`config.mk`:
```
export PLATFORM = sky130hd
export DESIGN_NAME = pc_reg
export DESIGN_NICKNAME = d
export VERILOG_FILES = /design/src/source/pc_reg.sv
export SDC_FILE = /design/constraint.sdc
export NUM_CORES = 1
export LEC_CHECK = 0
export BUFFER_PORTS_ARGS = -buffer_cell sky130_fd_sc_hd__buf_2
export CAP_MARGIN = 10
export CORE_UTILIZATION = 47
export DETAILED_ROUTE_END_ITERATION = 8
export GPL_TIMING_DRIVEN = 0
export MAX_ROUTING_LAYER = met4
export PLACE_DENSITY = 0.75
export RECOVER_POWER = 100
export SYNTH_ARGS = -nofsm -noshare
export SYNTH_HDL_FRONTEND = slang
export SYNTH_SLANG_ARGS = --single-unit
```
`constraint.sdc`:
```
create_clock -name clk -period 2.4 [get_ports clk]
set_input_delay 0.24 -clock clk [delete_from_list [all_inputs] [get_ports clk]]
set_output_delay 0.24 -clock clk [all_outputs]
set_load 0.01 [all_outputs]
```
`src/source/pc_reg.sv`:
```
`timescale 1ns/1ns

module pc_reg #(
  parameter int              XLEN     = 64,
  parameter logic [XLEN-1:0] RESET_PC = '0
) (
  input  logic            clk,
  input  logic            reset_i,
  input  logic            commit_i,
  input  logic            jump_taken_i,
  input  logic [XLEN-1:0] jump_addr_i,
  output logic [XLEN-1:0] pc_o
);

  logic [XLEN-1:0] pc_q;

  always_ff @(posedge clk) begin
    if (reset_i) begin
      pc_q <= RESET_PC;
    end else if (commit_i) begin
      pc_q <= jump_taken_i ? jump_addr_i : pc_q + XLEN'(4);
    end
  end

  assign pc_o = pc_q;

endmodule

```
==> flow_summary.yaml <==
outcome:
  status: "finished clean"
route:
  wl_met3_um: 2050
  top_layer: "met4"
  wl_um: 17100
  drtPass1Iterations: 5
  route.antenna.remaining_nets: 0
  drc: 0
  wl_met1_um: 7020
  wl_met2_um: 7480
  routed-via-count: 5445
  wl_per_cell_um: 21.1
  via_per_inst: 6.69
  drt_iter0_drc: 669
clock_network:
  clock_sinks: 64
  clk_latency_ns: 0.36
  cts_made_buffers: 9
  clkTransAtPathRegs_ns: 0.08
  cts_tree: "yes"
  cts_max_path_buffers: 2
  h-tree-depth: 3
  clockRootBuffer: "clkbuf_8"
worst_setup_path:
  worst_path_largest_cell_delay_ns: 0.66
  critPathCaptureType: "flop"
  cp-start-kind: "flop"
  cp_num_buf_inv: 1
  cp.required_ns: 2.69
  crit_family: "simple AND/OR/NAND/NOR gates"
  critPathArrivalTime_ns: 2.63
  path_max_fanout: 9
  crit_slowest_cell: "or4_4"
  path_class: "flop to flop"
  crit_chain: "buf_6 > nand3_4 > or4_4 > nor4_4 > nand4_2 > or3_4 > a21oi_2"
yosys:
  synthSimpleGateAreaFrac_pct: 29.8
  ys.flop_type: "dfxtp_1"
  synth_xor_area_share_pct: 0
  synth-edff-count: 0
  synthesis.nets: 619
  yosys.area_share.adder_pct: 0.298
  yosys_warnings: 0
  syn_area_sq_um: 4200
  synthArstFlopShare_pct: 0
  synth_top_area_cell: "dfxtp_1"
  synthTopCellsByArea: "dfxtp_1 31%, a22oi_1 5.2%, o21ai_0 4.9%"
  synth_top_family_by_area: "compound AO/OA/AOI/OAI gates"
  synth-seq-cells: 64
  synth_cell_types: 61
  synth_mux_area_share_pct: 4.89
  synth.avg_cell_area_sq_um: 7.63
  synth_top_area_share_pct: 30.5
  synth_compound_area_share_pct: 29.9
  syn_inst: 550
  synth-seq-area-share_pct: 30.5
sta:
  fin_crit_ns: 2.35
  tns_ns: 0
  report.final.slew_viol_count: 0
  hold_viol: 0
  timing.fmax_mhz: 426
  fin_worst_skew_ns: 0.00823
  worst_slew_pin_slew_ns: 0.894
  setup-violations-final: 0
  finalCritPeriodShare_pct: 97.9
  slew_headroom_pct: 40.2
  holdWs_ns: 0.127
power_and_ir_drop:
  power_density_nw_per_um2: 513
  ir_worst_vdd_mv: 0.224
  cellLeakagePower_nw: 1.99
placement:
  gp_congestion: 0.958
  io_buffers: 130
  place_inst: 788
  hpwlAfterDp_um: 12000
run:
  cap_viol_max_count: 0
layout:
  n_antenna_cell: 0
  fin_util_pct: 61.4
  largest_reg_flops: 64
  final_cells: 814
  finalNetCount: 770
  syn_to_final_growth_pct: 27.0
  drive_gt1_share_pct: 22.9
global_route:
  grt_max_degree: 11
  grt_pass1_wl_um: 25500
  antenna_found_initial: 0
  grt-ovfl-total: 0
  first_global_vias: 4799
  grt_usage_pct: 38.1
floorplanning:
  std_cell_rows: 34
  core-area_sq_um: 8680
  pin_count: 132
  die_w_um: 96.5
  start_util_pct: 48.4
  dieArea_sq_um: 9310
  fp.dieH_um: 96.5
worst_hold_path:
  hp-class: "input port to flop"
-- path summary, 6_finish.rpt --
path	startpoint	endpoint	slack [ns]	cells after the start
hold / removal	jump_addr_i[0]	pc_o[0]	0.13	3
setup / recovery	pc_o[4]	pc_o[51]	0.05	7
setup reg to reg	pc_o[4]	pc_o[51]	0.05	7
hold reg to reg	pc_o[0]	pc_o[0]	0.50	2
-- cells in the mapped netlist (all sizes together) (2+ instances only) --
master   number
nor2         54
nor2b         2
nand4b        2
nand4        25
nand3        21
a22oi        29
mux2          4
clkbuf       35
o21ai        41
or4           3
o41ai         4
or2           3
nor3         14
o22ai        15
mux2i        16
or3           7
inv           8
o21a          3
nand2b        2
a2bb2oi       3
and4          8
a31oi        13
nand2        52
a21oi        36
dfxtp        64
o41a          3
and3         14
a41oi         2
a32o          8
o211ai        3
nor4         12
a211oi        7
buf           5
a22o          9
o31ai         6
and2          6
-- metrics by stage --
stage	power (mW)	setup WS (ns)	instance area, sq um
final	2.73	0.0507	5330
after global routing	2.82	-0.00309	5330
after CTS	2.70	-0.00405	5350
after detailed placement	1.73	-0.477	4980
after global placement	1.72	-0.488	4980
after floorplan	1.50	0.0383	4200
-- cell type report --
class	instances	area, sq um
plain buffers	38	165
clock buffers	13	159
clock inverters	3	40.0
fillers	848	3350
inverters	8	30.0
multi-input cells	438	2820
flip-flops and latches	64	1310
well taps	108	135
repair buffers	142	673
-- routing by layer --
metal / up-vias / global-route usage, %
li1: 2441 / -
met4: 0 / 14.2
met2: 394 / 55.2
met1: 2541 / 51.2
met5: - / -
met3: 69 / 9.08
-- placed cells by master, fill, tap and decap left out, types with 5 or more instances in the layout --
| cell | Yosys | layout |
|---|---|---|
| nand3_1 | 19 | 19 |
| nor4_1 | 8 | 6 |
| a22oi_1 | 29 | 29 |
| o21ai_0 | 41 | 41 |
| and3_1 | 14 | 13 |
| nor2_1 | 54 | 54 |
| nand2_1 | 52 | 52 |
| clkbuf_8 | 0 | 12 |
| o22ai_1 | 15 | 15 |
| dfxtp_1 | 64 | 45 |
| and2_1 | 6 | 5 |
| dfxtp_2 | 0 | 17 |
| nor3_1 | 13 | 12 |
| buf_2 | 1 | 85 |
| a211oi_1 | 7 | 7 |
| nand4_1 | 22 | 22 |
| or3_1 | 7 | 5 |
| o31ai_1 | 6 | 6 |
| a22o_1 | 9 | 9 |
| inv_1 | 7 | 7 |
| mux2i_1 | 16 | 16 |
| buf_4 | 1 | 8 |
| a32o_1 | 8 | 8 |
| and4_1 | 7 | 7 |
| a21oi_1 | 36 | 35 |
| a31oi_1 | 13 | 13 |
| clkbuf_1 | 35 | 84 |
-- cell families after synthesis --
logic type,count (synthesis)
AND/OR/NAND/NOR,228
AO/OA/AOI/OAI,189
flip-flops,64
buffers and inverters,48
multiplexers,20
adder cells (fa/ha/maj),1
-- power by group --
part / leakage [nW] / internal, mW / switching, mW
clock network: 0.103 / 0.535 / 0.471
logic: 1.36 / 0.193 / 0.295
registers: 0.533 / 1.13 / 0.111
total: 1.99 / 1.86 / 0.876
-- worst min-delay path: stages --
cell	delay, ns
buf_2	0.08
mux2i_1	0.05
nor2_1	0.07
-- timing repair --
item	4_1_cts	5_1_grt
resized for setup	24	19
setup buffers	9	3
endpoints found under the setup margin	23	19
hold buffers	0	0
pin swaps	6	5
Power figures use the tool's default switching activity.
