`src/source/exu_pkg.sv`:
```
package exu_pkg;

  // default datapath width of the core
  parameter int XLEN_DEFAULT = 64;

  // operation group, sits in the low bits of the info word
  typedef enum logic [2:0] {
    NONE = 3'd0,
    ALU  = 3'd1,
    BJP  = 3'd2
  } exu_group_e;

  // one-hot alu operations, top bit is spare
  typedef struct packed {
    logic spare;
    logic op_lui;
    logic op_and;
    logic op_or;
    logic op_sra;
    logic op_srl;
    logic op_xor;
    logic op_sltu;
    logic op_slt;
    logic op_sll;
    logic op_sub;
    logic op_add;
  } alu_ctrl_t;

  // one-hot branch and jump operations
  typedef struct packed {
    logic [3:0] pad;
    logic       op_bgeu;
    logic       op_bltu;
    logic       op_bge;
    logic       op_blt;
    logic       op_bne;
    logic       op_beq;
    logic       op_jalr;
    logic       op_jal;
  } bjp_ctrl_t;

  // same 12 bits, meaning depends on the group
  typedef union packed {
    alu_ctrl_t alu;
    bjp_ctrl_t bjp;
  } exu_op_u;

  typedef struct packed {
    exu_op_u    op;
    exu_group_e grp;
  } exu_info_t;

  typedef enum logic {
    OP1_RS1 = 1'b0,
    OP1_PC  = 1'b1
  } op1_sel_e;

  typedef enum logic [1:0] {
    OP2_RS2  = 2'd0,
    OP2_IMM  = 2'd1,
    OP2_FOUR = 2'd2
  } op2_sel_e;

  // base opcodes handled by the decoder
  parameter logic [6:0] OPC_LUI    = 7'b0110111;
  parameter logic [6:0] OPC_JAL    = 7'b1101111;
  parameter logic [6:0] OPC_JALR   = 7'b1100111;
  parameter logic [6:0] OPC_BRANCH = 7'b1100011;
  parameter logic [6:0] OPC_OP_IMM = 7'b0010011;
  parameter logic [6:0] OPC_OP     = 7'b0110011;
  parameter logic [6:0] OPC_SYSTEM = 7'b1110011;

endpackage

```
`src/source/operand_select.sv`:
```
`timescale 1ns/1ns

module operand_select #(
  parameter int XLEN = 64
) (
  input  logic              [XLEN-1:0] pc_i,
  input  logic              [XLEN-1:0] rs1_data_i,
  input  logic              [XLEN-1:0] rs2_data_i,
  input  logic              [XLEN-1:0] imm_i,
  input  exu_pkg::op1_sel_e            op1_sel_i,
  input  exu_pkg::op2_sel_e            op2_sel_i,
  input  logic                         is_jalr_i,
  output logic              [XLEN-1:0] op1_o,
  output logic              [XLEN-1:0] op2_o,
  output logic              [XLEN-1:0] jump_base_o
);

  assign op1_o = (op1_sel_i == exu_pkg::OP1_PC) ? pc_i : rs1_data_i;

  always_comb begin
    case (op2_sel_i)
      exu_pkg::OP2_RS2:  op2_o = rs2_data_i;
      exu_pkg::OP2_IMM:  op2_o = imm_i;
      // link value is pc + 4
      exu_pkg::OP2_FOUR: op2_o = XLEN'(4);
      default:           op2_o = '0;
    endcase
  end

  // jalr jumps relative to rs1, everything else to pc
  assign jump_base_o = is_jalr_i ? rs1_data_i : pc_i;

endmodule

```
`config.mk`:
```
export PLATFORM = sky130hd
export DESIGN_NAME = operand_select
export DESIGN_NICKNAME = d
export VERILOG_FILES = /design/src/source/exu_pkg.sv /design/src/source/operand_select.sv
export SDC_FILE = /design/constraint.sdc
export NUM_CORES = 1
export LEC_CHECK = 0
export BUFFER_PORTS_ARGS = -buffer_cell sky130_fd_sc_hd__buf_2
export CAP_MARGIN = 0
export CORE_AREA = 5 5 174 176
export DETAILED_ROUTE_END_ITERATION = 8
export DIE_AREA = 0 0 179 181
export GPL_TIMING_DRIVEN = 0
export PLACE_DENSITY_LB_ADDON = 0.12
export SYNTH_ARGS = -nofsm -noshare
export SYNTH_HDL_FRONTEND = slang
export SYNTH_SLANG_ARGS = --single-unit
```
`constraint.sdc`:
```
create_clock -name vclk -period 1
set_input_delay 0.2 -clock vclk [all_inputs]
set_output_delay 0.2 -clock vclk [all_outputs]
set_load 0.05 [all_outputs]
```
==> results.sh <==
export IMPL_crit_fanout=8
export IMPL_ys_types=12
export IMPL_cap_violations=0
export IMPL_dr_first_iter_drc_count=50
export IMPL_dpl_hpwl_microns=16590
export IMPL_rsz0062_at_grt="true"
export IMPL_fin_crit_ns=1.170
export IMPL_required_ns=0.80
export IMPL_fin_ws_ns=-0.1697
export IMPL_fillers=2856
export IMPL_yosysSeqAreaShare_pct=0
export IMPL_seq_area_sq_um=0
export IMPL_dp_slack_ns=-0.3725
export IMPL_fmax_mhz=854.9
export IMPL_grt_first_pass_wirelength_microns=29910
export IMPL_hold_depth=3
export IMPL_setup_viol=192
export IMPL_firstDrtPassIters=4
export IMPL_clock_buffers=0
export IMPL_synthCells=285
export IMPL_gp_congestion=0.7594
export IMPL_violations="setup timing"
export IMPL_hold_viol=0
export IMPL_min_to="jump_base_o[1]"
export IMPL_grt_pass1_vias=4847
export IMPL_start_util_pct=10.70
export IMPL_fin_crit_sh_pct=117.0
export IMPL_syn_num_nets=545
export IMPL_drive_above_1_share_pct=99.87
export IMPL_setup_worst_path_class="primary input to output pin"
export IMPL_tightest_slew_ns=0.2228
export IMPL_fp_dieArea_sq_um=32400
export IMPL_max_slew_margin_pct=84.85
export IMPL_dp_cells=1118
export IMPL_slew_viol_final=0
export IMPL_grt_max_degree=11
export IMPL_p_comb_share_pct=100.0
export IMPL_syn_to_final_growth_pct=213.8
export IMPL_holdBufCountCts=0
export IMPL_critPathLaunchType="primary input"
export IMPL_crit_path_end_kind="output pin"
export IMPL_clkPwrFrac_pct=0
export IMPL_internal_power_mw=3.207
export IMPL_final_cell_mix="buf_2, buf_6, mux2_4"
export IMPL_pwr_share_seq_pct=0
export IMPL_min_from="pc_i[1]"
export IMPL_crit_arrival_ns=0.97
export IMPL_p_total_mw=6.916
export IMPL_layout_nets=1032
export IMPL_min_path_type="primary input to output pin"
export IMPL_multi_input_area_sq_um=4045
export IMPL_boundaryPins=452
export IMPL_grt_overflow=0
export IMPL_portBuffers=449
export IMPL_grt_use_total_pct=11.96
export IMPL_core_area_sq_um=28470
export IMPL_synthesis_area_sq_um=3045
export IMPL_final_cells=1157
export IMPL_avgSynthCellArea_sq_um=10.69
export IMPL_drt_wl_total_microns=21720
export IMPL_antenna_found_initial=4
export IMPL_power_switching_mw=3.709
export IMPL_p_leak_nw=4.462
export IMPL_antenna_left=0
export IMPL_die_width_microns=179
export IMPL_routed_via_density=3.727
export IMPL_power_share_switching_pct=53.62
export IMPL_die_h_microns=181
export IMPL_outcome="finished with violations"
export IMPL_synth_warnings=0
export IMPL_num_vias=4312
export IMPL_drc=0
export IMPL_final_util_pct=33.57
export IMPL_wl_per_cell_microns=18.77
export IMPL_peakVddDrop_mv=0.3304
export IMPL_rows=62
export IMPL_layout_commonest_cell="buf_2"
export IMPL_power_density_nw_per_um2=723.6
export IMPL_seq_cell_count=0
what timing repair did:
item	CTS	global route
gates cloned	20	5
endpoints found under the setup margin	192	192
gates resized for setup	563	64
pin swaps	37	19
setup buffers	10	2
hold endpoints to repair	0	0
cells by family after synthesis:
logic type             after synthesis  synth area share, %
AOI/OAI and AO/OA                    1               0.1642
buffers and inverters               28                8.874
and+or+nand+nor                     65                8.135
muxes                              191                82.83
metrics by stage:
| stage | TNS, ns | hold slack (ns) | area, sq um |
|---|---|---|---|
| 2_1_floorplan | -12.86 | 0.6224 | 3721 |
| 3_3_place_gp | -50.70 | 0.8605 | 6449 |
| 3_5_place_dp | -49.95 | 0.8622 | 6449 |
| 4_1_cts | -30.09 | 0.7699 | 9145 |
| 5_1_grt | -30.05 | 0.7786 | 9554 |
| 6_report | -26.70 | 0.7665 | 9557 |
power by group through the flow:
stage                clock [mW]  combinational (mW)  sequential [mW]
global placement              0                5.04                0
finish              0.000000403                6.92                0
detailed placement            0                5.01                0
floorplan                     0                3.73                0
global route        0.000000268                7.19                0
CTS                           0                6.73                0
cell usage after synthesis (all sizes together):
cell type | n | area share (%)
mux2 | 128 | 62
a21oi | 1 | 0.16
nand2b | 1 | 0.21
nor3 | 1 | 0.16
mux2i | 63 | 21
nor2 | 63 | 7.8
buf | 28 | 8.9
final cells by class:
class,count,share of cell area [%]
diodes,3,0.07855
plain buffers,27,5.957
multi-input cells,257,42.33
well taps,384,5.027
repair buffers,486,46.61
how the worst max path moves through the flow:
| stage | start | end | slack [ns] |
|---|---|---|---|
| 2_1_floorplan | op2_sel_i[0] | op2_o[11] | -0.13 |
| 6_report | op2_sel_i[0] | op2_o[61] | -0.17 |
| 4_1_cts | op2_sel_i[0] | op2_o[12] | -0.26 |
| 3_5_place_dp | op2_sel_i[1] | op2_o[12] | -0.37 |
| 3_3_place_gp | op2_sel_i[1] | op2_o[12] | -0.38 |
| 5_1_grt | op2_sel_i[0] | op2_o[56] | -0.20 |
critical path, stage by stage:
cell	delay, ns
buf_16	0.14
buf_8	0.15
mux2i_4	0.25
nor2_4	0.03
buf_4	0.18
layer usage:
layer | GRT usage (%) | up-vias | routed length, microns
met5 | 0 | - | 0
met4 | 1.873 | 0 | 378
met3 | 4.285 | 18 | 2517
met2 | 24.76 | 283 | 12310
met1 | 11.01 | 1974 | 6514
li1 | - | 2037 | -
(Power assumes the default switching activity.)
