## config.mk

```make
export PLATFORM = sky130hd
export DESIGN_NAME = branch_unit
export DESIGN_NICKNAME = d
export VERILOG_FILES = /design/src/source/exu_pkg.sv /design/src/source/branch_unit.sv
export SDC_FILE = /design/constraint.sdc
export NUM_CORES = 1
export LEC_CHECK = 0
export BUFFER_PORTS_ARGS = -buffer_cell sky130_fd_sc_hd__buf_2
export CAP_MARGIN = 5
export CELL_PAD_IN_SITES_DETAIL_PLACEMENT = 1
export CELL_PAD_IN_SITES_GLOBAL_PLACEMENT = 2
export CORE_MARGIN = 3
export CORE_UTILIZATION = 23
export DETAILED_ROUTE_END_ITERATION = 10
export PLACE_DENSITY = 0.95
export SETUP_SLACK_MARGIN = 0.05
export SLEW_MARGIN = 20
export SYNTH_ARGS = -nofsm -noshare
export SYNTH_HDL_FRONTEND = slang
export SYNTH_SLANG_ARGS = --single-unit
```

## constraint.sdc

```tcl
create_clock -name vclk -period 3.2
set_input_delay 0.16 -clock vclk [all_inputs]
set_output_delay 0.16 -clock vclk [all_outputs]
set_load 0.03 [all_outputs]
```

## src/source/exu_pkg.sv

```systemverilog
package exu_pkg;

  // default datapath width of the core
  parameter int XLEN_DEFAULT = 64;

  // operation group, sits in the low bits of the info word
  typedef enum logic [2:0] {
    NONE = 3'd0,
    ALU  = 3'd1,
    BJP  = 3'd2
  } exu_group_e;

  // one-hot alu operations, top bit is spare
  typedef struct packed {
    logic spare;
    logic op_lui;
    logic op_and;
    logic op_or;
    logic op_sra;
    logic op_srl;
    logic op_xor;
    logic op_sltu;
    logic op_slt;
    logic op_sll;
    logic op_sub;
    logic op_add;
  } alu_ctrl_t;

  // one-hot branch and jump operations
  typedef struct packed {
    logic [3:0] pad;
    logic       op_bgeu;
    logic       op_bltu;
    logic       op_bge;
    logic       op_blt;
    logic       op_bne;
    logic       op_beq;
    logic       op_jalr;
    logic       op_jal;
  } bjp_ctrl_t;

  // same 12 bits, meaning depends on the group
  typedef union packed {
    alu_ctrl_t alu;
    bjp_ctrl_t bjp;
  } exu_op_u;

  typedef struct packed {
    exu_op_u    op;
    exu_group_e grp;
  } exu_info_t;

  typedef enum logic {
    OP1_RS1 = 1'b0,
    OP1_PC  = 1'b1
  } op1_sel_e;

  typedef enum logic [1:0] {
    OP2_RS2  = 2'd0,
    OP2_IMM  = 2'd1,
    OP2_FOUR = 2'd2
  } op2_sel_e;

  // base opcodes handled by the decoder
  parameter logic [6:0] OPC_LUI    = 7'b0110111;
  parameter logic [6:0] OPC_JAL    = 7'b1101111;
  parameter logic [6:0] OPC_JALR   = 7'b1100111;
  parameter logic [6:0] OPC_BRANCH = 7'b1100011;
  parameter logic [6:0] OPC_OP_IMM = 7'b0010011;
  parameter logic [6:0] OPC_OP     = 7'b0110011;
  parameter logic [6:0] OPC_SYSTEM = 7'b1110011;

endpackage

```

## src/source/branch_unit.sv

```systemverilog
`timescale 1ns/1ns

module branch_unit #(
  parameter int XLEN = 64
) (
  input  exu_pkg::bjp_ctrl_t            bjp_op_i,
  input  logic                          is_bjp_i,
  input  logic                          cmp_eq_i,
  input  logic                          cmp_lt_i,
  input  logic                          cmp_ltu_i,
  input  logic               [XLEN-1:0] jump_base_i,
  input  logic               [XLEN-1:0] imm_i,
  output logic                          jump_taken_o,
  output logic               [XLEN-1:0] jump_addr_o
);

  logic            cond_taken;
  logic [XLEN-1:0] target;

  // each branch uses its flag or the inverse
  assign cond_taken = (bjp_op_i.op_beq  &  cmp_eq_i)  |
                      (bjp_op_i.op_bne  & ~cmp_eq_i)  |
                      (bjp_op_i.op_blt  &  cmp_lt_i)  |
                      (bjp_op_i.op_bge  & ~cmp_lt_i)  |
                      (bjp_op_i.op_bltu &  cmp_ltu_i) |
                      (bjp_op_i.op_bgeu & ~cmp_ltu_i);

  assign jump_taken_o = is_bjp_i & (bjp_op_i.op_jal | bjp_op_i.op_jalr | cond_taken);

  // bit 0 cleared, needed for jalr
  assign target      = jump_base_i + imm_i;
  assign jump_addr_o = {target[XLEN-1:1], 1'b0};

endmodule

```

==> results list <==
* Finish-stage setup viols: 0
- Global-route wire length before repair: 25.1 mm
* DRC violation count after routing: 0
- Routed length per placed instance: 15.9 microns
- Seq/Total Area, Yosys: 0
* End of the worst hold path: jump_taken_o
- Sequential cells: 0
* CP Data Required Time: ~3 ns
* Number of instances in the synthesized netlist: roughly 550
- Final Hold Fails: 0
- Storage cell area: 0 sq um
- I/O pin total: 209
* IR drop worst, VDD: around 0.00011 V
- Avg Inst Size Synth: approximately 6.7 sq um
* Hold buffer count at CTS: 0
- Of the available clock period, the critical path in the final layout requires 0.959.
- On the final layout, the worst hold slack is 0.674 ns.
- Total Die Area: around 18000 sq um
- The analysis attributes to cell leakage a power of roughly 0.0025 uW.
- Counting I/O delays and the setup requirement, the final critical path takes approximately 3.1 ns.
- Result of the run: completed
- The floorplan step set the die width to 133 microns.
- The core region is 15500 sq um.
* Worst path arrival time: 2.91 ns
- Power per standard cell area: ~300 nW/um^2
- Slew Limit Fails: 0
* Crit path launch type: input port
- The routed design has 15.6 mm of wire.
- The worst pin sits at a relative slew slack of 0.679.
- Placer congestion estimate: 0.880
* Number of nets produced by synthesis: 760
- The initial antenna violation count is 2.
* Summed negative setup slack over all endpoints: 0 ns
- Kind of path behind the tightest hold check: input port to output pin
* Vias post-DR: 4915
* Max Fclk: 0.326 GHz
- Most used cells in the layout excluding fill and tap cells: buf_2 (202), a21oi_1 (78), ha_1 (58)
* Initial detailed-routing violation count: 176
- Number of violations of the max-capacitance limit: 0
- Port buffering added around 200 buffers.
- Largest fanout of any net on the critical path: 5
- Via count of the first global-routing pass: 5077
- Remaining Overflow, GRT: 0
- Layout Nets: slightly below 1000
- Per-cell via count in the routed design: 5.02
- Overall die height: 133 microns
- Yosys printed 0 warnings.
- Kind of end point of the critical path: output pin
- Overall power consumption after layout is estimated at 1580 uW.
- Cell area after synthesis: 3700 sq um
* PnR worst setup slack: 0.130 ns
- The critical path is of the input port to output pin type.
- The worst hold path passes through 4 cells.
- Of the cells placed in the final design, the portion with a size suffix greater than 1 is 0.355.
- First-pass detailed-route iteration total: 4
- For this run, the total global-route usage over all layers was measured as 0.165.
- ANT nets after route: 0
- Unrepaired setup endpoints after global routing: yes
- The layout has 2031 filler cells.
- Counting distinct cell types in the post-synthesis netlist gives 55.
- Core Util, Final: 0.340
- Leaving out fill and tap cells, the most frequent cell in the layout is buf_2.
- Entering global routing, the biggest net connects 10 pins.
- Half-perimeter wire length after placement: 14.0 mm
* Area Overhead vs Synth: 42.4%
- Worst hold start: is_bjp_i
- At the placement stage, the worst setup path has a slack of -0.0126 ns.
- Tightest Pin Transition: 0.470 ns
- For this configuration, the core starts out at a cell density of 0.239.
- Floorplan row count: 45
- Counting the clock-network buffers in the layout gives 0.
-- where the power goes --
part | internal, uW | total, uW | switching [uW] | leakage [uW]
Sequential | 0 | 0 | 0 | 0
Clock | 0.0000418 | 0.0000418 | 0 | 0.00000000634
Combinational | 574 | 1580 | 1000 | 0.00254
-- worst max-delay path by stage --
stage	startpoint	endpoint	slack, ns	cells past startpoint
global placement	jump_base_i[7]	jump_addr_o[44]	0.04	13
floorplan	jump_base_i[31]	jump_addr_o[51]	0.33	9
CTS	jump_base_i[13]	jump_addr_o[51]	0.06	12
finish	imm_i[2]	jump_addr_o[59]	0.13	12
global route	imm_i[2]	jump_addr_o[33]	-0.01	13
detailed placement	jump_base_i[7]	jump_addr_o[58]	-0.01	12
-- critical path, cell delays in order --
cell and delay (ns):
buf_2 0.10, ha_2 0.37, nand4_1 0.17, a211oi_2 0.34, nor3_1 0.13, o31ai_2 0.33
o21ai_2 0.13, a21o_1 0.22, o31a_4 0.33, o31ai_2 0.26, xor2_1 0.16, buf_2 0.21
-- metrics by stage --
step	cell area (sq um)	instances
after global routing	5270	980
after detailed placement	5150	978
after global placement	5150	978
final	5270	980
after floorplan	3700	553
after CTS	5160	978
-- cell usage after synthesis, drive strengths merged, types with 5 or more instances --
cell type | count | area [sq um]
ha | 62 | 776
buf | 7 | 40.0
xnor2 | 35 | 307
o21bai | 17 | 128
o211ai | 5 | 37.5
a21oi | 81 | 405
nand3 | 15 | 75.1
a211oi | 10 | 80.1
a21o | 20 | 150
xor2 | 26 | 228
nand4 | 22 | 138
inv | 19 | 71.3
o21ai | 49 | 245
o31ai | 5 | 42.5
clkbuf | 21 | 78.8
nor2 | 34 | 128
nor3 | 10 | 50.1
nand2 | 48 | 180
nor2b | 8 | 50.1
-- metal layers --
layer	vias up	global-route usage	wire, microns
met2	116	0.294	7560
met5	-	0	13
met4	2	0.0214	245
li1	2503	-	-
met1	2277	0.208	6820
met3	17	0.0361	929
-- final cells by class --
class | instances | area [sq um] | share of cell area
Antenna cell | 1 | 2.50 | 0.000475
Inverter | 19 | 71.3 | 0.0135
Multi-Input combinational cell | 506 | 3610 | 0.685
Tap cell | 211 | 264 | 0.0501
Timing Repair Buffer | 243 | 1320 | 0.250
-- logic make-up (layout without fill, tap and decap cells) --
kind of cell | Yosys count | count (layout) | synth area share
and+or+nand+nor | 158 | 158 | 0.207
muxes | 3 | 3 | 0.00846
adders and majority gates | 63 | 63 | 0.215
buffers and inverters | 47 | 262 | 0.0514
other | 1 | 2 | 0.00101
AOI/OAI and AO/OA | 220 | 220 | 0.373
xor gates and xnor gates | 61 | 61 | 0.144
-- what timing repair did --
action                     4_1_cts  5_1_grt
setup endpoints to repair        3       19
pin swaps                        0        4
resized for setup                3       24
buffers inserted                 0        1
gates cloned                     0        0
Note: power is estimated with default switching activity, not from simulation.
