==> src/source/exu_pkg.sv <==
package exu_pkg;

  // default datapath width of the core
  parameter int XLEN_DEFAULT = 64;

  // operation group, sits in the low bits of the info word
  typedef enum logic [2:0] {
    NONE = 3'd0,
    ALU  = 3'd1,
    BJP  = 3'd2
  } exu_group_e;

  // one-hot alu operations, top bit is spare
  typedef struct packed {
    logic spare;
    logic op_lui;
    logic op_and;
    logic op_or;
    logic op_sra;
    logic op_srl;
    logic op_xor;
    logic op_sltu;
    logic op_slt;
    logic op_sll;
    logic op_sub;
    logic op_add;
  } alu_ctrl_t;

  // one-hot branch and jump operations
  typedef struct packed {
    logic [3:0] pad;
    logic       op_bgeu;
    logic       op_bltu;
    logic       op_bge;
    logic       op_blt;
    logic       op_bne;
    logic       op_beq;
    logic       op_jalr;
    logic       op_jal;
  } bjp_ctrl_t;

  // same 12 bits, meaning depends on the group
  typedef union packed {
    alu_ctrl_t alu;
    bjp_ctrl_t bjp;
  } exu_op_u;

  typedef struct packed {
    exu_op_u    op;
    exu_group_e grp;
  } exu_info_t;

  typedef enum logic {
    OP1_RS1 = 1'b0,
    OP1_PC  = 1'b1
  } op1_sel_e;

  typedef enum logic [1:0] {
    OP2_RS2  = 2'd0,
    OP2_IMM  = 2'd1,
    OP2_FOUR = 2'd2
  } op2_sel_e;

  // base opcodes handled by the decoder
  parameter logic [6:0] OPC_LUI    = 7'b0110111;
  parameter logic [6:0] OPC_JAL    = 7'b1101111;
  parameter logic [6:0] OPC_JALR   = 7'b1100111;
  parameter logic [6:0] OPC_BRANCH = 7'b1100011;
  parameter logic [6:0] OPC_OP_IMM = 7'b0010011;
  parameter logic [6:0] OPC_OP     = 7'b0110011;
  parameter logic [6:0] OPC_SYSTEM = 7'b1110011;

endpackage

==> src/source/inst_decoder.sv <==
`timescale 1ns/1ns

module inst_decoder (
  input  logic                clk,
  input  logic                reset_i,
  input  logic                instr_valid_i,
  input  logic [31:0]         instr_i,
  output exu_pkg::exu_info_t  exu_info_o,
  output logic [4:0]          rs1_idx_o,
  output logic [4:0]          rs2_idx_o,
  output logic [4:0]          rd_idx_o,
  output logic                rd_wr_en_o,
  output logic [31:0]         imm_o,
  output exu_pkg::op1_sel_e   op1_sel_o,
  output exu_pkg::op2_sel_e   op2_sel_o,
  output logic                commit_o,
  output logic                illegal_o,
  output logic                halt_o
);

  logic [6:0]  opcode;
  logic [2:0]  funct3;
  logic [6:0]  funct7;
  logic [31:0] imm_i_type;
  logic [31:0] imm_u_type;
  logic [31:0] imm_b_type;
  logic [31:0] imm_j_type;
  logic        rd_en;
  logic        illegal;
  logic        ebreak;
  logic        op_legal;
  logic        imm_legal;
  logic        halt_q;
  logic        illegal_q;

  // funct3 to one-hot alu bits, alt picks sub and sra
  function automatic exu_pkg::alu_ctrl_t alu_decode(input logic [2:0] f3, input logic alt);
    exu_pkg::alu_ctrl_t ctrl;
    ctrl = '0;
    case (f3)
      3'b000: begin
        ctrl.op_sub = alt;
        ctrl.op_add = ~alt;
      end
      3'b001: ctrl.op_sll = 1'b1;
      3'b010: ctrl.op_slt = 1'b1;
      3'b011: ctrl.op_sltu = 1'b1;
      3'b100: ctrl.op_xor = 1'b1;
      3'b101: begin
        ctrl.op_sra = alt;
        ctrl.op_srl = ~alt;
      end
      3'b110: ctrl.op_or = 1'b1;
      default: ctrl.op_and = 1'b1;
    endcase
    return ctrl;
  endfunction

  assign opcode    = instr_i[6:0];
  assign funct3    = instr_i[14:12];
  assign funct7    = instr_i[31:25];
  assign rd_idx_o  = instr_i[11:7];
  assign rs1_idx_o = instr_i[19:15];
  assign rs2_idx_o = instr_i[24:20];

  assign imm_i_type = {{20{instr_i[31]}}, instr_i[31:20]};
  assign imm_u_type = {instr_i[31:12], 12'b0};
  assign imm_b_type = {{20{instr_i[31]}}, instr_i[7], instr_i[30:25], instr_i[11:8], 1'b0};
  assign imm_j_type = {{12{instr_i[31]}}, instr_i[19:12], instr_i[20], instr_i[30:21], 1'b0};

  // funct7 0100000 only exists for sub and sra
  assign op_legal = (funct7 == 7'b0000000) ||
                    ((funct7 == 7'b0100000) && ((funct3 == 3'b000) || (funct3 == 3'b101)));

  // rv64 immediate shifts use a 6-bit shamt
  assign imm_legal = (funct3 == 3'b001) ? (instr_i[31:26] == 6'b000000) :
                     (funct3 == 3'b101) ? ((instr_i[31:26] == 6'b000000) ||
                                           (instr_i[31:26] == 6'b010000)) : 1'b1;

  always_comb begin
    exu_info_o = '0;
    imm_o      = imm_i_type;
    op1_sel_o  = exu_pkg::OP1_RS1;
    op2_sel_o  = exu_pkg::OP2_RS2;
    rd_en      = 1'b0;
    illegal    = 1'b0;
    ebreak     = 1'b0;
    case (opcode)
      exu_pkg::OPC_OP: begin
        exu_info_o.grp    = exu_pkg::ALU;
        exu_info_o.op.alu = alu_decode(funct3, instr_i[30]);
        rd_en             = 1'b1;
        illegal           = ~op_legal;
      end
      exu_pkg::OPC_OP_IMM: begin
        exu_info_o.grp    = exu_pkg::ALU;
        exu_info_o.op.alu = alu_decode(funct3, (funct3 == 3'b101) && instr_i[30]);
        op2_sel_o         = exu_pkg::OP2_IMM;
        rd_en             = 1'b1;
        illegal           = ~imm_legal;
      end
      exu_pkg::OPC_LUI: begin
        exu_info_o.grp           = exu_pkg::ALU;
        exu_info_o.op.alu.op_lui = 1'b1;
        imm_o                    = imm_u_type;
        op2_sel_o                = exu_pkg::OP2_IMM;
        rd_en                    = 1'b1;
      end
      exu_pkg::OPC_JAL: begin
        exu_info_o.grp           = exu_pkg::BJP;
        exu_info_o.op.bjp.op_jal = 1'b1;
        imm_o                    = imm_j_type;
        op1_sel_o                = exu_pkg::OP1_PC;
        op2_sel_o                = exu_pkg::OP2_FOUR;
        rd_en                    = 1'b1;
      end
      exu_pkg::OPC_JALR: begin
        exu_info_o.grp            = exu_pkg::BJP;
        exu_info_o.op.bjp.op_jalr = 1'b1;
        op1_sel_o                 = exu_pkg::OP1_PC;
        op2_sel_o                 = exu_pkg::OP2_FOUR;
        rd_en                     = 1'b1;
        illegal                   = (funct3 != 3'b000);
      end
      exu_pkg::OPC_BRANCH: begin
        exu_info_o.grp            = exu_pkg::BJP;
        exu_info_o.op.bjp.op_beq  = (funct3 == 3'b000);
        exu_info_o.op.bjp.op_bne  = (funct3 == 3'b001);
        exu_info_o.op.bjp.op_blt  = (funct3 == 3'b100);
        exu_info_o.op.bjp.op_bge  = (funct3 == 3'b101);
        exu_info_o.op.bjp.op_bltu = (funct3 == 3'b110);
        exu_info_o.op.bjp.op_bgeu = (funct3 == 3'b111);
        imm_o                     = imm_b_type;
        illegal                   = (funct3 == 3'b010) || (funct3 == 3'b011);
      end
      exu_pkg::OPC_SYSTEM: begin
        // only ebreak is supported here
        ebreak  = (instr_i == 32'h0010_0073);
        illegal = ~ebreak;
      end
      default: illegal = 1'b1;
    endcase
    if (illegal) begin
      exu_info_o = '0;
      rd_en      = 1'b0;
    end
  end

  assign rd_wr_en_o = rd_en && (rd_idx_o != 5'd0);
  assign commit_o   = instr_valid_i && !halt_q;

  // sticky halt and one-cycle illegal pulse
  always_ff @(posedge clk) begin
    if (reset_i) begin
      halt_q    <= 1'b0;
      illegal_q <= 1'b0;
    end else begin
      illegal_q <= commit_o && illegal;
      if (commit_o && ebreak) begin
        halt_q <= 1'b1;
      end
    end
  end

  assign halt_o    = halt_q;
  assign illegal_o = illegal_q;

endmodule

==> config.mk <==
export PLATFORM = sky130hd
export DESIGN_NAME = inst_decoder
export DESIGN_NICKNAME = d
export VERILOG_FILES = /design/src/source/exu_pkg.sv /design/src/source/inst_decoder.sv
export SDC_FILE = /design/constraint.sdc
export NUM_CORES = 1
export LEC_CHECK = 0
export BUFFER_PORTS_ARGS = -buffer_cell sky130_fd_sc_hd__buf_2
export CAP_MARGIN = 25
export CORE_AREA = 10 10 64 66
export CTS_CLUSTER_SIZE = 30
export DETAILED_ROUTE_END_ITERATION = 6
export DIE_AREA = 0 0 74 76
export GPL_ROUTABILITY_DRIVEN = 0
export PLACE_DENSITY = 0.85
export SYNTH_ARGS = -nofsm -noshare
export SYNTH_HDL_FRONTEND = slang
export SYNTH_SLANG_ARGS = --single-unit
==> constraint.sdc <==
create_clock -name clk -period 2.4 [get_ports clk]
set_clock_uncertainty 0.1 [all_clocks]
set_input_delay 0 -clock clk [delete_from_list [all_inputs] [get_ports clk]]
set_output_delay 0 -clock clk [all_outputs]
set_load 0.02 [all_outputs]
==> reports/qor.txt, run 1 <==
Number of clock sinks - 2
Final hold vios - 0
Area leader, netlist - buf_4
Routed wire per std cell - 16.1 um
FMAX - 504 MHz
Yosys reg bits - 2
Worst vdd ir - 295 uV
Global Route met3 Usage - 5.21%
Slowest CP cell - nor4b_1
Largest net degree at the start of global routing - 15
RSZ-0062 raised after global routing - false
Die ar. - 0.00562 mm^2
Max-slew violations - 0
Worst Hold Slack - 0.0814 ns
Count of max-cap constraint violations - 0
DRC - 0
CP max stage delay - 0.39 ns
Gate Count Post-Synth - 176
Vias in the first global route - 1478
Tmin final - 1.99 ns
Busiest grt layer - met2
Reg clk slew, reported paths - 0.03 ns
Met2 usage - 24.8%
Final Setup Violations - 0
Syn Area/Cell - 6.21 um^2
Startpoint types - input pin
Status - finished clean
Num rows - 20
CP arrival - 1.89 ns
Post-Place Worst Slack - 0.402 ns
Crit path required time - 2.30 ns
Placed cells - 284
Final Cycle Share - 82.7%
Leakage - 0.834 nW
Initial antenna violation count - 0
Top cells by count, synth - nand2_1, buf_4, o21ai_0
Top FF cell, synth - dfxtp_1
Root buffer cell - clkbuf_4
Netlist cell types - 41
Gr ovfl total - 0
CP Max Fanout - 11
Grt met1 use - 17.2%
PwrDens - 238 mW/mm^2
Post-synth EDFFs - 0
Largest cells by area after synthesis - buf_4, a21o_1, o21ai_0
Antenna cells - 0
Router iterations before antenna repair - 4
Placed wire-length estimate - 3880 um
Skew-Pair Late Insertion Delay - 0.22 ns
Final nets - 294
Setup TNS - 0 ns
Vias per Instance - 5.32
Die height - 76 um
Register-to-register setup slack - 1.11 ns
DRT antenna net count - 0
Via count - 1544
TritonCTS clock tree - built
Synth top area share - 12.4%
Worst-case clock buffer depth - 2
Post-synth ARST share - 0%
Worst setup EP type - output port
# fillers - 306
Max transition margin - 65.5%
Area Growth Syn to Fin - 38.2%
I/O pin count - 104
H-tree levels - 1
Share of post-route cells with drive strength above 1 - 44.7%
CORE AREA - 0.00293 mm^2
Total CTS buffers - 3
First-pass GRT wire length - 7160 um
Hold Crit Class - input pin to register
Overall power - 0.360 mW
Worst setup margin - 0.414 ns
Iteration-0 DRC count of the detailed router - 112
Critical path class - input pin to output port
Final Non-Filler Cells - 290
Gr usage total - 14.8%
WL final - 4660 um
Synthesized area - 0.00109 mm^2
YS warnings - 0
Worst-Margin Slew - 0.515 ns
Worst path cell trace - buf_2 -> nor4b_1 -> nand4_1 -> nor3_1 -> o22ai_1 -> buf_4 -> nor4b_1 -> buf_2
Sequential cell area fraction in the yosys report - 3.66%
Initial core utilization - 37.4%
Die width - 74 um
IO Port Bufs - 101
Most numerous cell in the Yosys netlist - nand2_1
Post-CTS setup buffers - 0
worst paths after layout:
path,start,endpoint,cells after the start
setup / recovery,instr_i[23],exu_info_o[8],8
hold / removal,instr_valid_i,illegal_o,3
setup reg to reg,halt_o,halt_o,3
hold reg to reg,halt_o,illegal_o,2
worst max-delay path, delay by kind of cell:
kind	cells	cell delay [ns]
compound gates	1	0.20
buf+inv	3	0.55
simple gates	4	1.13
layout by cell type (no fill, tap or decap), drive strengths merged, types with 2 or more instances in the layout:
cell / Yosys / routed
buf: 25 / 104
nand2: 19 / 19
o21ai: 15 / 15
nor2: 14 / 14
nor3: 14 / 14
inv: 11 / 11
a21o: 11 / 11
nor4: 9 / 9
and2: 8 / 8
a21oi: 8 / 8
nand3: 5 / 5
and3: 4 / 4
clkbuf: 4 / 3
nor4b: 3 / 3
nor3b: 2 / 2
a211oi: 2 / 2
nor2b: 2 / 2
conb: 1 / 2
dfxtp: 2 / 2
dlygate4sd3: 0 / 2
nand4: 2 / 2
sequential cells by signal (all words and copies together), names as in the netlist:
signal / count
halt_o: 1
illegal_o: 1
cells by family after synthesis:
family,share of synthesized area [%]
and+or+nand+nor,45.9
AOI/OAI and AO/OA,27.5
buffers and inverters,21.9
DFF,3.66
xor gates and xnor gates,0.801
other,0.343
cell type report:
class / instances / area, um^2 / share of cell area (%)
well taps: 33 / 41.3 / 2.73
flip-flops and latches: 2 / 40.0 / 2.65
multi-input cells: 135 / 818 / 54.1
clock buffers: 3 / 22.5 / 1.49
repair buffers: 106 / 548 / 36.3
inverters: 11 / 41.3 / 2.73
power breakdown:
| part | switching [mW] | total [mW] | leakage, nW | internal [mW] |
|---|---|---|---|---|
| combinational | 0.166 | 0.250 | 0.804 | 0.0839 |
| sequential | 0.000257 | 0.0347 | 0.0164 | 0.0345 |
| clock | 0.0202 | 0.0755 | 0.0138 | 0.0553 |
| total | 0.186 | 0.360 | 0.834 | 0.174 |
routing by layer:
| layer | wire length [um] | part of all wire (%) | vias up |
|---|---|---|---|
| met5 | 0 | 0 | - |
| met4 | 80 | 1.7 | 0 |
| met3 | 588 | 13 | 10 |
| met2 | 2210 | 48 | 83 |
| met1 | 1770 | 38 | 677 |
| li1 | - | - | 774 |
stage by stage:
stage / instance area, um^2 / utilization [%]
2_1_floorplan: 1100 / -
3_5_place_dp: 1460 / 49.9
3_3_place_gp: 1460 / 49.9
4_1_cts: 1500 / 51.4
6_report: 1510 / 51.6
5_1_grt: 1510 / 51.6
repair_timing:
action | CTS | global route
hold buffers | 2 | 0
endpoints found under the hold margin | 2 | 0
resized for setup | 0 | 0
Note: power is estimated with default switching activity, not from simulation.
==> run 2: changes to the inputs <==
- ABC_AREA: default -> 1
- CORE_AREA: 10 10 64 66 -> 10 10 69 71
- DIE_AREA: 0 0 74 76 -> 0 0 79 81
- PLACE_DENSITY: 0.85 -> 0.79
- clock period: 2.4 -> 1.6 ns (I/O delays scaled with it)
==> run 2 against run 1 <==
Compared with the run above:
- wire length is 0.28% higher
- combinational power is 40% higher
- largest cell class unchanged
- sequential share of layout area is 0.24 points lower
- worst hold slack worse by 0.024 ns
==> reports/qor.txt, run 2 <==
Largest net degree at the start of global routing - 16 (was 15)
Area Growth Syn to Fin - 42.3% (was 38.2%)
Delay-heaviest family, CP - simple AND/OR/NAND/NOR gates (unchanged)
CORE AREA - 0.00352 mm^2 (was 0.00293 mm^2)
Gate Count Post-Synth - 233 (was 176)
Overall power - 0.512 mW (was 0.360 mW)
Count of max-cap constraint violations - 0 (unchanged)
Worst-case clock buffer depth - 2 (unchanged)
Crit path required time - 1.50 ns (was 2.30 ns)
Die width - 79 um (was 74 um)
Die ar. - 0.00640 mm^2 (was 0.00562 mm^2)
I/O pin count - 104 (unchanged)
Final Setup Violations - 0 (unchanged)
DRC - 0 (unchanged)
Vias in the first global route - 1619 (was 1478)
Initial antenna violation count - 0 (unchanged)
Vias per Instance - 4.57 (was 5.32)
Netlist cell types - 21 (was 41)
Final hold vios - 0 (unchanged)
Yosys reg bits - 2 (unchanged)
Setup TNS - 0 ns (unchanged)
IO Port Bufs - 101 (unchanged)
Worst setup EP type - output port (unchanged)
Initial core utilization - 33.1% (was 37.4%)
Routed wire per std cell - 12.7 um (was 16.1 um)
Worst path cell trace - buf_2 -> nand2_1 -> inv_1 -> nand2_2 -> nor2_4 -> nand2_1 -> nand2_1 -> nor2_1 -> nand2_1 -> buf_12 -> nor3_1 -> buf_2 (was buf_2 -> nor4b_1 -> nand4_1 -> nor3_1 -> o22ai_1 -> buf_4 -> nor4b_1 -> buf_2)
Final Cycle Share - 86.3%
Antenna cells - 0 (unchanged)
Number of clock sinks - 2 (unchanged)
Iteration-0 DRC count of the detailed router - 75 (was 112)
Worst setup margin - 0.219 ns (was 0.414 ns)
H-tree levels - 1 (unchanged)
Via count - 1680 (was 1544)
PwrDens - 309 mW/mm^2 (was 238 mW/mm^2)
Placed wire-length estimate - 4110 um (was 3880 um)
R2r startpoint - halt_o (unchanged)
Die height - 81 um (was 76 um)
Post-Place Worst Slack - 0.160 ns (was 0.402 ns)
Top FF cell, synth - dfxtp_1 (unchanged)
Skew-Pair Late Insertion Delay - 0.22 ns (about the same)
CP max stage delay - 0.19 ns (was 0.39 ns)
Reg clk slew, reported paths - 0.03 ns (about the same)
Slowest CP cell - buf_2 (was nor4b_1)
YS warnings - 0 (unchanged)
Share of post-route cells with drive strength above 1 - 41.9% (was 44.7%)
Gr ovfl total - 0 (unchanged)
Largest cells by area after synthesis - nand2_1, nor2_1, buf_4 (was buf_4, a21o_1, o21ai_0)
Gr usage total - 13.9% (was 14.8%)
Status - finished clean (unchanged)
CP Max Fanout - 14 (was 11)
Final core occ - 47.1% (was 51.6%)
Critical Path Start - instr_i[1] (was instr_i[23])
Register-to-register setup slack - 0.85 ns (was 1.11 ns)
Synth top area share - 17.1% (was 12.4%)
DRT antenna net count - 0 (unchanged)
Most numerous cell in the Yosys netlist - nand2_1 (unchanged)
Hold Crit Class - input pin to register (unchanged)
Leakage - 0.942 nW (was 0.834 nW)
Hold Startpoint - instr_valid_i (unchanged)
Startpoint types - input pin (unchanged)
Reg2reg path depth - 3 (unchanged)
Post-CTS setup buffers - 0 (unchanged)
Syn Area/Cell - 5.00 um^2 (was 6.21 um^2)
Router iterations before antenna repair - 4 (unchanged)
Tmin final - 1.38 ns
Max-slew violations - 0 (unchanged)
FMAX - 724 MHz
WL final - 4670 um (was 4660 um)
Crit path depth - 12 (was 8)
Critical path class - input pin to output port (unchanged)
Most frequent cells in the layout - buf_2, nand2_1, nor2_1 (was buf_2, nand2_1, o21ai_0)
Num rows - 22 (was 20)
# fillers - 410 (was 306)
CP arrival - 1.28 ns (was 1.89 ns)
Area leader, netlist - nand2_1 (was buf_4)
Root buffer cell - clkbuf_4 (unchanged)
Worst vdd ir - 185 uV (was 295 uV)
Critical path's most frequent cell - nand2_1
Total CTS buffers - 3 (unchanged)
Final nets - 357 (was 294)
Sequential cell area fraction in the yosys report - 3.43% (was 3.66%)
Worst flop-to-flop path endpoint - illegal_o (was halt_o)
Top cells by count, synth - nand2_1, nor2_1, inv_1 (was nand2_1, buf_4, o21ai_0)
WP buf/inv - 4 (was 3)
First-pass GRT wire length - 7410 um (was 7160 um)
Synthesized area - 0.00117 mm^2 (was 0.00109 mm^2)
Most common cell after layout, fill and taps aside - buf_2 (unchanged)
Post-synth ARST share - 0% (unchanged)
CP endpoint - exu_info_o[1] (was exu_info_o[8])
Worst Hold Slack - 0.0578 ns (was 0.0814 ns)
Post-synth EDFFs - 0 (unchanged)
TritonCTS clock tree - built (unchanged)
-- run 2: repair_timing --
action / in CTS / in global routing
hold endpoints to repair: 2 / 0
gates resized for setup: 0 / 6
hold buffers: 1 / 0
endpoints found under the setup margin: 0 / 6
-- run 2: cells by family (layout without fill, tap and decap cells) --
logic type	Yosys count	count (layout)	synth area share (%)
buffers and inverters	60	146	26.4
flip-flops	2	2	3.43
other	1	2	0.322
AO/OA/AOI/OAI	31	31	13.8
AND/OR/NAND/NOR	139	139	56.0
-- run 2: worst min path at each step --
stage,end,depth (start not counted)
global placement,halt_o,2
floorplan,halt_o,1
detailed placement,halt_o,2
CTS,illegal_o,5
finish,illegal_o,5
global route,illegal_o,5
-- run 2: through the flow --
step                instances  instance area (um^2)
CTS                       368                  1640
detailed placement        364                  1610
floorplan                 234                  1170
finish                    368                  1660
global route              368                  1660
global placement          364                  1610
-- run 2: layout make-up --
class	count	area (um^2)	area share (%)
inverter	37	139	8.37
clock buffer	3	22.5	1.36
timing repair buffer	106	561	33.8
multi-input combinational	172	837	50.5
tap	48	60.1	3.62
sequential	2	40.0	2.41
-- run 2: worst min-delay path: stages --
cell and delay (ns):
buf_2 0.09, inv_1 0.09, nor2_1 0.06, nand2_1 0.05, nor2_1 0.03
-- run 2: where the power goes --
part,switching (mW),internal (mW),total [mW]
sequential,0.000339,0.0518,0.0521
combinational,0.236,0.114,0.350
clock,0.0275,0.0827,0.110
total,0.264,0.248,0.512
-- run 2: layer usage --
| layer | vias to the layer above | wire [um] | global-route usage (%) |
|---|---|---|---|
| li1 | 881 | - | - |
| met1 | 737 | 1850 | 14.8 |
| met2 | 60 | 2340 | 25.3 |
| met3 | 2 | 473 | 5.30 |
| met4 | 0 | 14 | 3.23 |
| met5 | - | 0 | 0 |
==> run 3: changes to the inputs <==
- CORE_AREA: 10 10 69 71 -> 2 2 59 61
- DIE_AREA: 0 0 79 81 -> 0 0 61 63
- PLACE_DENSITY: 0.79 -> 0.8
- clock period: 1.6 -> 1.3 ns (I/O delays scaled with it)
==> run 3 against run 2 <==
Compared with the run above:
- the run now ends with setup timing left
- critical path depth decreased by 2
- power increased by 42%
- setup slack got worse by 0.24 ns
- non-clock buffer count increased by 39
- count of clock-buffer cells in the layout unchanged
- combinational power increased by 52%
- highest routed layer unchanged
==> reports/qor.txt, run 3 (same netlist as run 2, synthesis figures left out) <==
Status - complete, but fails checks (was finished clean)
Failing checks - setup timing
CP Max Fanout - 3 (was 14)
Internal power - 0.372 mW (was 0.248 mW)
Routed wire per std cell - 10.9 um (was 12.7 um)
PwrDens - 338 mW/mm^2 (was 309 mW/mm^2)
Proportion of power drawn by combinational gates - 72.9% (was 68.3%)
IO Port Bufs - 101 (unchanged)
CP arrival - 1.22 ns (was 1.28 ns)
Die width - 61 um (was 79 um)
Worst-case clock buffer depth - 2 (unchanged)
Slowest CP cell - buf_2 (unchanged)
Most common cell after layout, fill and taps aside - buf_2 (unchanged)
RSZ-0062 raised after global routing - true
Most frequent cells in the layout - buf_2, buf_4, nand2_1 (was buf_2, nand2_1, nor2_1)
TritonCTS clock tree - built (unchanged)
I/O pin count - 104 (unchanged)
Crit path required time - 1.20 ns (was 1.50 ns)
Number of clock sinks - 2 (unchanged)
Delay-heaviest family, CP - simple AND/OR/NAND/NOR gates (unchanged)
First-pass GRT wire length - 7040 um (was 7410 um)
Gr usage total - 22.5% (was 13.9%)
Final nets - 397 (was 357)
DRT antenna net count - 0 (unchanged)
# fillers - 307 (was 410)
Via count - 1858 (was 1680)
Initial antenna violation count - 0 (unchanged)
Final hold vios - 0 (unchanged)
Leakage - 1.18 nW (was 0.942 nW)
Gr ovfl total - 0 (unchanged)
Worst setup margin - -0.0187 ns (was 0.219 ns)
Startpoint types - input pin (unchanged)
Worst setup EP type - output port (unchanged)
Setup TNS - -0.0524 ns (was 0 ns)
Largest net degree at the start of global routing - 15 (was 16)
Tmin final - 1.32 ns
Share of post-route cells with drive strength above 1 - 56.9% (was 41.9%)
Die height - 63 um (was 81 um)
Register-to-register setup slack - 0.53 ns (was 0.85 ns)
Overall power - 0.729 mW (was 0.512 mW)
Net Switching - 0.357 mW (was 0.264 mW)
Root buffer cell - clkbuf_4 (unchanged)
Post-Place Worst Slack - -0.0936 ns (was 0.160 ns)
Initial core utilization - 36.1% (was 33.1%)
Area Growth Syn to Fin - 84.7% (was 42.3%)
WL final - 4440 um (was 4670 um)
Num rows - 21 (was 22)
Final Cycle Share - 101%
FMAX - 758 MHz
Reg clk slew, reported paths - 0.03 ns (about the same)
WP buf/inv - 3 (was 4)
Router iterations before antenna repair - 4 (unchanged)
CORE AREA - 0.00323 mm^2 (was 0.00352 mm^2)
Antenna cells - 0 (unchanged)
Iteration-0 DRC count of the detailed router - 46 (was 75)
Final core occ - 66.6% (was 47.1%)
Placed wire-length estimate - 3420 um (was 4110 um)
Final Setup Violations - 6 (was 0)
Power share of the sequential group - 8.8% (was 10.2%)
Vias in the first global route - 1707 (was 1619)
Critical path class - input pin to output port (unchanged)
CP max stage delay - 0.19 ns (about the same)
Vias per Instance - 4.58 (was 4.57)
Die ar. - 0.00384 mm^2 (was 0.00640 mm^2)
Switching Fraction - 49.0% (was 51.6%)
DRC - 0 (unchanged)
Skew-Pair Late Insertion Delay - 0.22 ns (about the same)
Max-slew violations - 0 (unchanged)
Total CTS buffers - 3 (unchanged)
Power share of the clock group - 18.3% (was 21.5%)
H-tree levels - 1 (unchanged)
Count of max-cap constraint violations - 0 (unchanged)
Worst path cell trace - buf_2 -> nor2_2 -> nand2_1 -> nor2_2 -> nand2_1 -> o21ai_2 -> nand2_2 -> buf_6 -> nor3_1 -> buf_2 (was buf_2 -> nand2_1 -> inv_1 -> nand2_2 -> nor2_4 -> nand2_1 -> nand2_1 -> nor2_1 -> nand2_1 -> buf_12 -> nor3_1 -> buf_2)
Hold Crit Class - input pin to register (unchanged)
Worst vdd ir - 247 uV (was 185 uV)
## run 3: power by group through the flow
stage	Sequential, mW	Clock [mW]	Combinational [mW]
after global routing	0.0642	0.136	0.577
after detailed placement	0.0649	0	0.471
final	0.0641	0.134	0.531
after global placement	0.0647	0	0.466
after CTS	0.0641	0.135	0.496
after floorplan	0.0673	0	0.282
## run 3: final cells by class
type | count | area [um^2] | share of cell area, %
Sequential cell | 2 | 40.0 | 1.86
Clock buffer | 3 | 22.5 | 1.05
Tap cell | 46 | 57.6 | 2.67
Multi-Input combinational cell | 173 | 986 | 45.8
Inverter | 37 | 141 | 6.57
Timing Repair Buffer | 145 | 906 | 42.1
## run 3: path summary, 6_finish.rpt
kind,start,to,cells past startpoint
max reg2reg,halt_o,illegal_o,3
min,instr_valid_i,illegal_o,5
min reg2reg,halt_o,halt_o,2
max,instr_i[27],exu_info_o[1],10
## run 3: worst reg2reg max path, stage by stage (launching register included)
cell,delay [ns]
dfxtp_1,0.31
nor2_1,0.15
nand2_1,0.07
nor2_1,0.09
## run 3: what timing repair did
item / in CTS / in global routing
gates cloned: 1 / 0
endpoints found under the setup margin: 27 / 41
hold buffers: 1 / 0
gates resized for setup: 20 / 51
setup buffers: 4 / 3
pin swaps: 6 / 3
hold endpoints to repair: 2 / 0
## run 3: per-stage QoR
| stage | hold slack, ns | area, um^2 | std cells |
|---|---|---|---|
| 6_report | 0.0174 | 2150 | 406 |
| 3_5_place_dp | 0.0848 | 1850 | 394 |
| 5_1_grt | 0.0828 | 2150 | 406 |
| 4_1_cts | 0.0196 | 1990 | 403 |
| 3_3_place_gp | 0.0749 | 1850 | 394 |
| 2_1_floorplan | -0.0276 | 1170 | 234 |
## run 3: metal layers
metal	part of all wire, %	global-route usage (%)	routed length (um)
met2	52	42.1	2310
met3	5.3	1.66	234
met4	1.2	5.16	55
met5	0	0	0
met1	41	26.7	1840
